===== src/logic/fhbuf_pkg.sv =====
package fhbuf_pkg;

        // one complex sample
        // i in bits 31:16, q in bits 15:0
        typedef logic [31:0] iq_sample_t;

        // sideband user/symbol tag
        // travels with every sample on the stream
        typedef logic [1:0] user_id_t;

        // one beat on any stream port
        // valid is a plain strobe with no ready behind it
        typedef struct packed {
                logic       valid;
                user_id_t   user;
                iq_sample_t data;
        } iq_beat_t;

        // stored wave buffer entry
        // valid is not stored, it comes from the read strobe
        typedef struct packed {
                user_id_t   user;
                iq_sample_t data;
        } wave_word_t;

        // playback controller states
        // idle       test mode off
        // wait_frame armed, waiting for the downlink frame marker
        // run        reading the buffer on each sample enable
        typedef enum logic [1:0] {
                PLAY_IDLE       = 2'd0,
                PLAY_WAIT_FRAME = 2'd1,
                PLAY_RUN        = 2'd2
        } play_state_t;

        // 2'd3 is not used
        // the fsm falls back to idle from it

endpackage


===== src/logic/wave_buffer.sv =====
module wave_buffer #(
        parameter int BUF_DEPTH = 64
) (
        input  logic                           clk_1x,
        input  logic                           rst_n,
        // load port, same clock as playback
        input  logic                           load_en,
        input  logic [$clog2(BUF_DEPTH)-1:0]   load_addr,
        input  fhbuf_pkg::wave_word_t          load_word,
        // playback read port
        input  logic                           rd_en,
        input  logic [$clog2(BUF_DEPTH)-1:0]   rd_addr,
        output fhbuf_pkg::iq_beat_t            play_beat
);

        import fhbuf_pkg::*;

        // test waveform storage
        wave_word_t mem [BUF_DEPTH];

        // registered read word
        wave_word_t rd_word;

        // rd_en delayed by one cycle
        logic rd_vld;

        // single clocked block for write and read
        // a read of the address being loaded sees the old word
        // since both updates are nonblocking
        always_ff @(posedge clk_1x) begin
                if (load_en) begin
                        mem[load_addr] <= load_word;
                end
                // hold last word when not reading
                if (rd_en) begin
                        rd_word <= mem[rd_addr];
                end
        end

        // valid tracks the read strobe
        always_ff @(posedge clk_1x or negedge rst_n) begin
                if (!rst_n) begin
                        rd_vld <= 1'b0;
                end else begin
                        rd_vld <= rd_en;
                end
        end

        // beat is out one cycle after rd_en
        assign play_beat = '{
                valid: rd_vld,
                user:  rd_word.user,
                data:  rd_word.data
        };

endmodule


===== src/logic/play_counter.sv =====
module play_counter #(
        parameter int BUF_DEPTH = 64
) (
        input  logic                           clk_1x,
        input  logic                           rst_n,
        input  logic                           restart,
        input  logic                           rd_en,
        // one bit wider than the address, so BUF_DEPTH itself fits
        input  logic [$clog2(BUF_DEPTH):0]     play_len,
        output logic [$clog2(BUF_DEPTH)-1:0]   rd_addr,
        output logic                           wrap
);

        localparam int ADDR_W = $clog2(BUF_DEPTH);
        localparam int LEN_W  = ADDR_W + 1;

        // length actually used for the loop
        logic [LEN_W-1:0] eff_len;
        logic [LEN_W-1:0] last_addr;
        logic             at_last;
        logic [ADDR_W-1:0] addr_q;

        // zero or oversized length means the whole buffer
        always_comb begin
                if (play_len == '0 || play_len > LEN_W'(BUF_DEPTH)) begin
                        eff_len = LEN_W'(BUF_DEPTH);
                end else begin
                        eff_len = play_len;
                end
        end

        assign last_addr = eff_len - LEN_W'(1);

        // current read is the final word of the loop
        assign at_last = ({1'b0, addr_q} == last_addr);

        // restart wins over an advance in the same cycle
        // wrap is high for one cycle, when the address is back at 0
        always_ff @(posedge clk_1x or negedge rst_n) begin
                if (!rst_n) begin
                        addr_q <= '0;
                        wrap   <= 1'b0;
                end else begin
                        wrap <= 1'b0;
                        if (restart) begin
                                addr_q <= '0;
                        end else if (rd_en) begin
                                if (at_last) begin
                                        addr_q <= '0;
                                        wrap   <= 1'b1;
                                end else begin
                                        addr_q <= addr_q + 1'b1;
                                end
                        end
                end
        end

        assign rd_addr = addr_q;

endmodule


===== src/logic/play_fsm.sv =====
module play_fsm (
        input  logic clk_1x,
        input  logic rst_n,
        // sample-rate enable, one read per strobe
        input  logic clk_x1en,
        // downlink frame marker, single cycle
        input  logic frm_mrkr,
        input  logic test_mode_en,
        output logic rd_en,
        output logic restart,
        output logic running
);

        import fhbuf_pkg::*;

        play_state_t state_q;
        play_state_t state_d;

        // armed or running with test mode still on
        logic in_play;

        // next state
        // dropping test mode always goes straight back to idle
        always_comb begin
                state_d = state_q;
                case (state_q)
                        PLAY_IDLE: begin
                                if (test_mode_en) begin
                                        state_d = PLAY_WAIT_FRAME;
                                end
                        end
                        PLAY_WAIT_FRAME: begin
                                if (!test_mode_en) begin
                                        state_d = PLAY_IDLE;
                                end else if (frm_mrkr) begin
                                        state_d = PLAY_RUN;
                                end
                        end
                        PLAY_RUN: begin
                                // marker here only restarts the counter
                                if (!test_mode_en) begin
                                        state_d = PLAY_IDLE;
                                end
                        end
                        default: begin
                                state_d = PLAY_IDLE;
                        end
                endcase
        end

        always_ff @(posedge clk_1x or negedge rst_n) begin
                if (!rst_n) begin
                        state_q <= PLAY_IDLE;
                end else begin
                        state_q <= state_d;
                end
        end

        assign in_play = test_mode_en && (state_q != PLAY_IDLE);

        // frame alignment
        // counter goes to 0 at the edge after the marker,
        // both on first arm and mid-sequence
        assign restart = in_play && frm_mrkr;

        assign running = (state_q == PLAY_RUN);

        // one read per sample enable while running
        // no new reads once test mode is cleared
        assign rd_en = running && test_mode_en && clk_x1en;

endmodule


===== src/logic/path_select.sv =====
module path_select #(
        parameter int N_ANTS_SEL = 2,
        parameter int N_CARRIERS = 2
) (
        input  logic                clk_1x,
        input  logic                rst_n,
        // debug override, external stream to every output
        input  logic                bypass_sel,
        input  logic                test_mode_en,
        // playback controller in run state
        input  logic                running,
        input  fhbuf_pkg::iq_beat_t play_beat,
        input  fhbuf_pkg::iq_beat_t ext_beat,
        input  fhbuf_pkg::iq_beat_t [N_ANTS_SEL-1:0][N_CARRIERS-1:0] dfe_in,
        output fhbuf_pkg::iq_beat_t [N_ANTS_SEL-1:0][N_CARRIERS-1:0] pre_dfe_out,
        output fhbuf_pkg::iq_beat_t [N_ANTS_SEL-1:0] test_data
);

        import fhbuf_pkg::*;

        // playback owns the outputs, shared by all streams
        logic play_sel;

        assign play_sel = test_mode_en && running;

        for (genvar a = 0; a < N_ANTS_SEL; a++) begin : g_ant
                for (genvar c = 0; c < N_CARRIERS; c++) begin : g_car
                        iq_beat_t   sel_beat;
                        logic       out_vld;
                        user_id_t   out_user;
                        iq_sample_t out_data;

                        // priority: bypass, then playback, then own input
                        always_comb begin
                                if (bypass_sel) begin
                                        sel_beat = ext_beat;
                                end else if (play_sel) begin
                                        sel_beat = play_beat;
                                end else begin
                                        sel_beat = dfe_in[a][c];
                                end
                        end

                        // valid only, so outputs are quiet out of reset
                        always_ff @(posedge clk_1x or negedge rst_n) begin
                                if (!rst_n) begin
                                        out_vld <= 1'b0;
                                end else begin
                                        out_vld <= sel_beat.valid;
                                end
                        end

                        // sample payload
                        always_ff @(posedge clk_1x) begin
                                out_user <= sel_beat.user;
                                out_data <= sel_beat.data;
                        end

                        assign pre_dfe_out[a][c] = '{
                                valid: out_vld,
                                user:  out_user,
                                data:  out_data
                        };
                end : g_car
        end : g_ant

        // per-antenna copy of the playback stream
        // independent of the source select
        for (genvar a = 0; a < N_ANTS_SEL; a++) begin : g_tst
                logic     td_vld;
                wave_word_t td_word;

                always_ff @(posedge clk_1x or negedge rst_n) begin
                        if (!rst_n) begin
                                td_vld <= 1'b0;
                        end else begin
                                td_vld <= play_beat.valid;
                        end
                end

                always_ff @(posedge clk_1x) begin
                        td_word <= '{user: play_beat.user, data: play_beat.data};
                end

                assign test_data[a] = {td_vld, td_word};
        end : g_tst

endmodule


===== src/logic/fhbuf_top.sv =====
module fhbuf_top #(
        parameter int N_ANTS_SEL = 2,
        parameter int N_CARRIERS = 2,
        parameter int BUF_DEPTH  = 64
) (
        input  logic                           clk_1x,
        input  logic                           rst_n,
        // sample-rate enable
        input  logic                           clk_x1en,
        // downlink frame marker pulse
        input  logic                           frm_mrkr,
        // test control levels
        input  logic                           bypass_sel,
        input  logic                           test_mode_en,
        input  logic [$clog2(BUF_DEPTH):0]     play_len,
        // wave buffer load port
        input  logic                           load_en,
        input  logic [$clog2(BUF_DEPTH)-1:0]   load_addr,
        input  fhbuf_pkg::wave_word_t          load_word,
        // external debug stream
        input  fhbuf_pkg::iq_beat_t            ext_beat,
        // deframer side, one beat per antenna and carrier
        input  fhbuf_pkg::iq_beat_t [N_ANTS_SEL-1:0][N_CARRIERS-1:0] dfe_in,
        // dfe side
        output fhbuf_pkg::iq_beat_t [N_ANTS_SEL-1:0][N_CARRIERS-1:0] pre_dfe_out,
        output fhbuf_pkg::iq_beat_t [N_ANTS_SEL-1:0] test_data
);

        import fhbuf_pkg::*;

        localparam int ADDR_W = $clog2(BUF_DEPTH);

        // controller to counter and buffer
        logic rd_en;
        logic restart;
        logic running;

        // counter outputs
        logic [ADDR_W-1:0] rd_addr;
        // loop boundary marker, left for probing
        logic              wrap;

        // buffer read data, one cycle after rd_en
        iq_beat_t play_beat;

        // arm, frame alignment, read strobe
        play_fsm u_play_fsm (
                .clk_1x       (clk_1x),
                .rst_n        (rst_n),
                .clk_x1en     (clk_x1en),
                .frm_mrkr     (frm_mrkr),
                .test_mode_en (test_mode_en),
                .rd_en        (rd_en),
                .restart      (restart),
                .running      (running)
        );

        play_counter #(
                .BUF_DEPTH (BUF_DEPTH)
        ) u_play_counter (
                .clk_1x   (clk_1x),
                .rst_n    (rst_n),
                .restart  (restart),
                .rd_en    (rd_en),
                .play_len (play_len),
                .rd_addr  (rd_addr),
                .wrap     (wrap)
        );

        wave_buffer #(
                .BUF_DEPTH (BUF_DEPTH)
        ) u_wave_buffer (
                .clk_1x    (clk_1x),
                .rst_n     (rst_n),
                .load_en   (load_en),
                .load_addr (load_addr),
                .load_word (load_word),
                .rd_en     (rd_en),
                .rd_addr   (rd_addr),
                .play_beat (play_beat)
        );

        // output registers and test-data copy
        path_select #(
                .N_ANTS_SEL (N_ANTS_SEL),
                .N_CARRIERS (N_CARRIERS)
        ) u_path_select (
                .clk_1x       (clk_1x),
                .rst_n        (rst_n),
                .bypass_sel   (bypass_sel),
                .test_mode_en (test_mode_en),
                .running      (running),
                .play_beat    (play_beat),
                .ext_beat     (ext_beat),
                .dfe_in       (dfe_in),
                .pre_dfe_out  (pre_dfe_out),
                .test_data    (test_data)
        );

endmodule


===== config.mk =====
export PLATFORM = sky130hd
export DESIGN_NAME = fhbuf_top
export DESIGN_NICKNAME = d
export VERILOG_FILES = /design/src/logic/fhbuf_pkg.sv /design/src/logic/wave_buffer.sv /design/src/logic/play_counter.sv /design/src/logic/play_fsm.sv /design/src/logic/path_select.sv /design/src/logic/fhbuf_top.sv
export SDC_FILE = /design/constraint.sdc
export NUM_CORES = 2
export LEC_CHECK = 0
export ABC_CLOCK_PERIOD_IN_PS = 6950
export BUFFER_PORTS_ARGS = -buffer_cell sky130_fd_sc_hd__buf_4
export CORE_MARGIN = 2
export CORE_UTILIZATION = 52
export CTS_CLUSTER_SIZE = 8
export DETAILED_ROUTE_END_ITERATION = 8
export GPL_TIMING_DRIVEN = 0
export PLACE_DENSITY = 0.69
export SLEW_MARGIN = 40
export SYNTH_ARGS = -nofsm -noshare
export SYNTH_HDL_FRONTEND = slang
export SYNTH_SLANG_ARGS = --single-unit

===== constraint.sdc =====
create_clock -name clk_1x -period 6.95 [get_ports clk_1x]
set_input_delay 1.39 -clock clk_1x [delete_from_list [all_inputs] [get_ports clk_1x]]
set_output_delay 1.39 -clock clk_1x [all_outputs]
set_load 0.1 [all_outputs]

==> reports/qor.txt <==
=====================================================================================================
Summed area of non-filler cells in the final layout ....................................  109,000 µm²
Number of global-route vias before repair ..............................................       47,302
Top cells by instance count after synthesis ............................................ edfxtp_1 (2,210), mux4_2 (676), nand2_1 (193)
Routed Antenna Nets ....................................................................            0
Met2 track demand over resource ........................................................        0.490
Ys Warns ...............................................................................            0
Number of top-level pins ...............................................................          439
Largest net degree at the start of global routing ......................................           65
Total via count after detailed routing .................................................       47,046
Horiz. Die Dim .........................................................................       419 µm
Count of input and output buffers ......................................................          431
Initial DRC Count ......................................................................        6,850
Initial cell density of the core .......................................................        0.523
Share of the synthesized netlist area taken by xor and xnor gates ......................     0.000781
Global Route met1 Usage ................................................................        0.378
Post-synthesis share of cell area spent on full adders, half adders and majority gates .     0.000279
Number of instances in the synthesized netlist .........................................        3,949
Simple-Gate Fraction of Synth Area .....................................................       0.0169
Peak fanout along the critical path ....................................................           10
Number of register bits inferred by synthesis ..........................................        2,394
Root buffer cell .......................................................................    clkbuf_16
Fraction of registers with async set or reset after synthesis ..........................      0.00585
Crit. End Element ......................................................................    flip-flop
Fraction of met3 tracks used by global routing .........................................       0.0776
TritonCTS clock tree ...................................................................         done
Overall power of the completed layout ..................................................      32.7 mW
MaxCap Viol Count ......................................................................            0
Portion of the clock cycle consumed by the worst path in the final layout ..............        0.663
Worst setup skew after layout ..........................................................      50.1 ps
Total congestion overflow after global routing .........................................            0
Worst Setup Path Type .................................................................. flip-flop to flip-flop
Gp weighted congestion .................................................................        0.913
Result of the run ...................................................................... finished, final reports clean
Total nets after synthesis .............................................................        4,180
Dominant synthesized flop cell .........................................................     edfxtp_1
Max frequency ..........................................................................      217 MHz
Core Rows ..............................................................................          152
CTS H-tree depth .......................................................................            5
Setup repair after global routing missed its margin ....................................           no
Final Hold Fails .......................................................................            0
Layout area overhead ...................................................................        21.3%
Synth Area in Compound Gates ...........................................................       0.0172
Chip Height ............................................................................       419 µm
CP Data Arrival Time ...................................................................      5170 ps
DPL Wire Length ........................................................................   176,000 µm
Num CTS Buffers ........................................................................          349
Drt via density ........................................................................         6.43
Count of placed standard cells in the final layout, fillers left out ...................        7,313
Busiest grt layer ......................................................................         met2
Library cell occupying the most area in the post-synthesis netlist .....................     edfxtp_1
Most frequent cell after synthesis .....................................................     edfxtp_1
Pre-Repair DR Iteration Count ..........................................................            6
Count of flip-flops with a built-in enable after synthesis .............................        2,210
Share of cells above drive strength 1 ..................................................        0.378
Detail-routed net length per standard cell .............................................      36.5 µm
Cells resized by post-CTS repair .......................................................            0
Max clock buf depth ....................................................................            4
Cell area after technology mapping .....................................................   89,800 µm²
Endpoint of the worst register-to-register path ........................................ u_wave_buffer.play_beat[5]
Final count of negative-setup-slack endpoints ..........................................            0
Data required, critical path ...........................................................      7510 ps
Top cells by area in the synthesized netlist ........................................... edfxtp_1 (74%), mux4_2 (17%), dfxtp_1 (3.8%)
Cell count after placement .............................................................        6,844
Type of origin of the critical path ....................................................    flip-flop
Layout net count .......................................................................        5,125
Pwr dens ...............................................................................   301 nW/µm²
Worst Max-Slew Pin Slew ................................................................       925 ps
Skew-Pair Late Insertion Delay .........................................................       910 ps
Worst vdd ir ...........................................................................     0.286 mV
FF-to-FF setup slack ...................................................................      2340 ps
Fill cell instance count of the final layout ...........................................       11,261
Cell area reported after detailed placement ............................................   99,500 µm²
Number of antenna violations at the first check in global routing ......................           21
Area share of the largest cell type after synthesis ....................................        0.739
Leakage dissipation ....................................................................      35.2 nW
Number of clock sinks seen by CTS ......................................................        2,394
Fraction of the yosys area taken by sequential cells ...................................        0.781
Die Footprint ..........................................................................  176,000 µm²
First-pass GRT wire length .............................................................   366,000 µm
Slew HR ................................................................................        0.384
Average instance area after synthesis ..................................................     22.7 µm²
Total routing usage reported by global routing .........................................        0.306
Number of different library cells in the post-synthesis netlist ........................           46
Number of hold buffers added after CTS .................................................            0
Path category of the worst min-delay check ............................................. primary input to asynchronous set/reset pin
Final count of pins violating max slew .................................................            0
Final min period .......................................................................      4610 ps
Largest family of logic cells by synthesized area ...................................... multiplexers
Core Footprint .........................................................................  172,000 µm²
Depth of the worst register-to-register path ...........................................            7
Number of DRC violations after detailed routing ........................................            0
Startpoint of the lowest-slack register-to-register path ............................... u_play_counter.rd_addr[1]
Portion of netlist area occupied by mux cells ..........................................        0.170
Routed Wire Length .....................................................................   267,000 µm
Beginning of the critical path ......................................................... u_play_counter.rd_addr[1]
Sum Neg Setup Slack ....................................................................         0 ps
CTS clk-pin slew, worst paths ..........................................................        50 ps
Number of setup buffers added after CTS ................................................            0
=====================================================================================================
[where the power goes]
group	total, mW	internal (mW)	switching [mW]
logic	2.05	0.637	1.41
clock network	14.7	9.04	5.64
registers	16.0	15.9	0.0728
[routing by layer]
metal / wire [µm] / part of all wire
met5: 36 / 0.00013
met3: 28100 / 0.11
met2: 130000 / 0.49
met1: 91200 / 0.34
met4: 17600 / 0.066
[per-stage QoR]
| stage | hold slack, ps | utilization | setup slack (ps) |
|---|---|---|---|
| after floorplan | 348 | - | 2080 |
| after global placement | 357 | 0.559 | -884 |
| after detailed placement | 361 | 0.580 | 2270 |
| after CTS | 324 | 0.633 | 2260 |
| after global routing | 350 | 0.635 | 2440 |
| final | 369 | 0.635 | 2340 |
[worst max-delay path, cell delays in order, from the launching register on]
cell	delay, ps
dfrtp_1	410
clkbuf_1	560
clkbuf_2	530
clkbuf_1	700
mux4_2	440
mux4_2	570
a22oi_1	730
nand2_1	310
[logic make-up after synthesis]
family | Yosys count
flip-flops | 2394
AND/OR/NAND/NOR | 348
XOR/XNOR | 8
multiplexers | 683
adder cells (fa/ha/maj) | 2
AO/OA/AOI/OAI | 265
buffers and inverters | 249
[state kept, by name, summed over array words and instances, names as in the netlist]
signal	flops
u_wave_buffer.mem	2176
u_path_select.g_ant.g_car.out_data	128
u_path_select.test_data	34
u_wave_buffer.play_beat	34
u_path_select.g_ant.g_car.out_user	8
u_play_counter.rd_addr	6
u_path_select.g_ant.g_car.out_vld	4
u_play_fsm.state_q	2
u_path_select.g_tst.td_vld	1
u_wave_buffer.rd_vld	1
[worst max path at each step]
| stage | to | slack [ps] | cells after the start |
|---|---|---|---|
| 4_1_cts | u_wave_buffer.play_beat[21] | 2260 | 7 |
| 6_report | u_wave_buffer.play_beat[5] | 2340 | 7 |
| 3_5_place_dp | u_wave_buffer.play_beat[21] | 2270 | 7 |
| 5_1_grt | u_wave_buffer.play_beat[17] | 2440 | 7 |
| 2_1_floorplan | u_wave_buffer.mem[48][0] | 2080 | 4 |
| 3_3_place_gp | u_wave_buffer.mem[48][17] | -880 | 4 |
[placed cells by master (no fill, tap or decap), types with 3 or more instances in the layout]
cell / n
dfxtp_1: 170
buf_16: 66
or3_1: 3
buf_6: 7
dfrtp_1: 14
buf_1: 7
nor2b_1: 45
nand2b_1: 5
clkbuf_16: 356
clkbuf_1: 148
nor2_4: 62
nand3_1: 5
a22oi_1: 59
o221ai_1: 5
xnor2_1: 5
a21oi_2: 8
nand3b_1: 4
nand3_2: 4
mux2i_1: 7
edfxtp_1: 2210
xor2_1: 3
nor3_1: 4
clkbuf_2: 47
o21ai_0: 5
diode_2: 35
buf_2: 74
buf_4: 487
buf_8: 67
nand2_1: 193
nor2_1: 7
a22oi_2: 7
mux4_2: 676
a21oi_1: 169
buf_12: 3
[final cells by class]
class	count	area [µm²]	share of cell area
clock buffer	423	9160	0.0841
antenna	35	87.6	0.000804
sequential	2394	70100	0.644
tap	2310	2890	0.0265
multi-input combinational	1306	19000	0.175
inverter	2	7.51	0.0000689
timing repair buffer	594	6310	0.0580
buffer	247	1250	0.0115
clock inverter	2	23.8	0.000218
No activity file was read; power rests on OpenSTA's default activity.
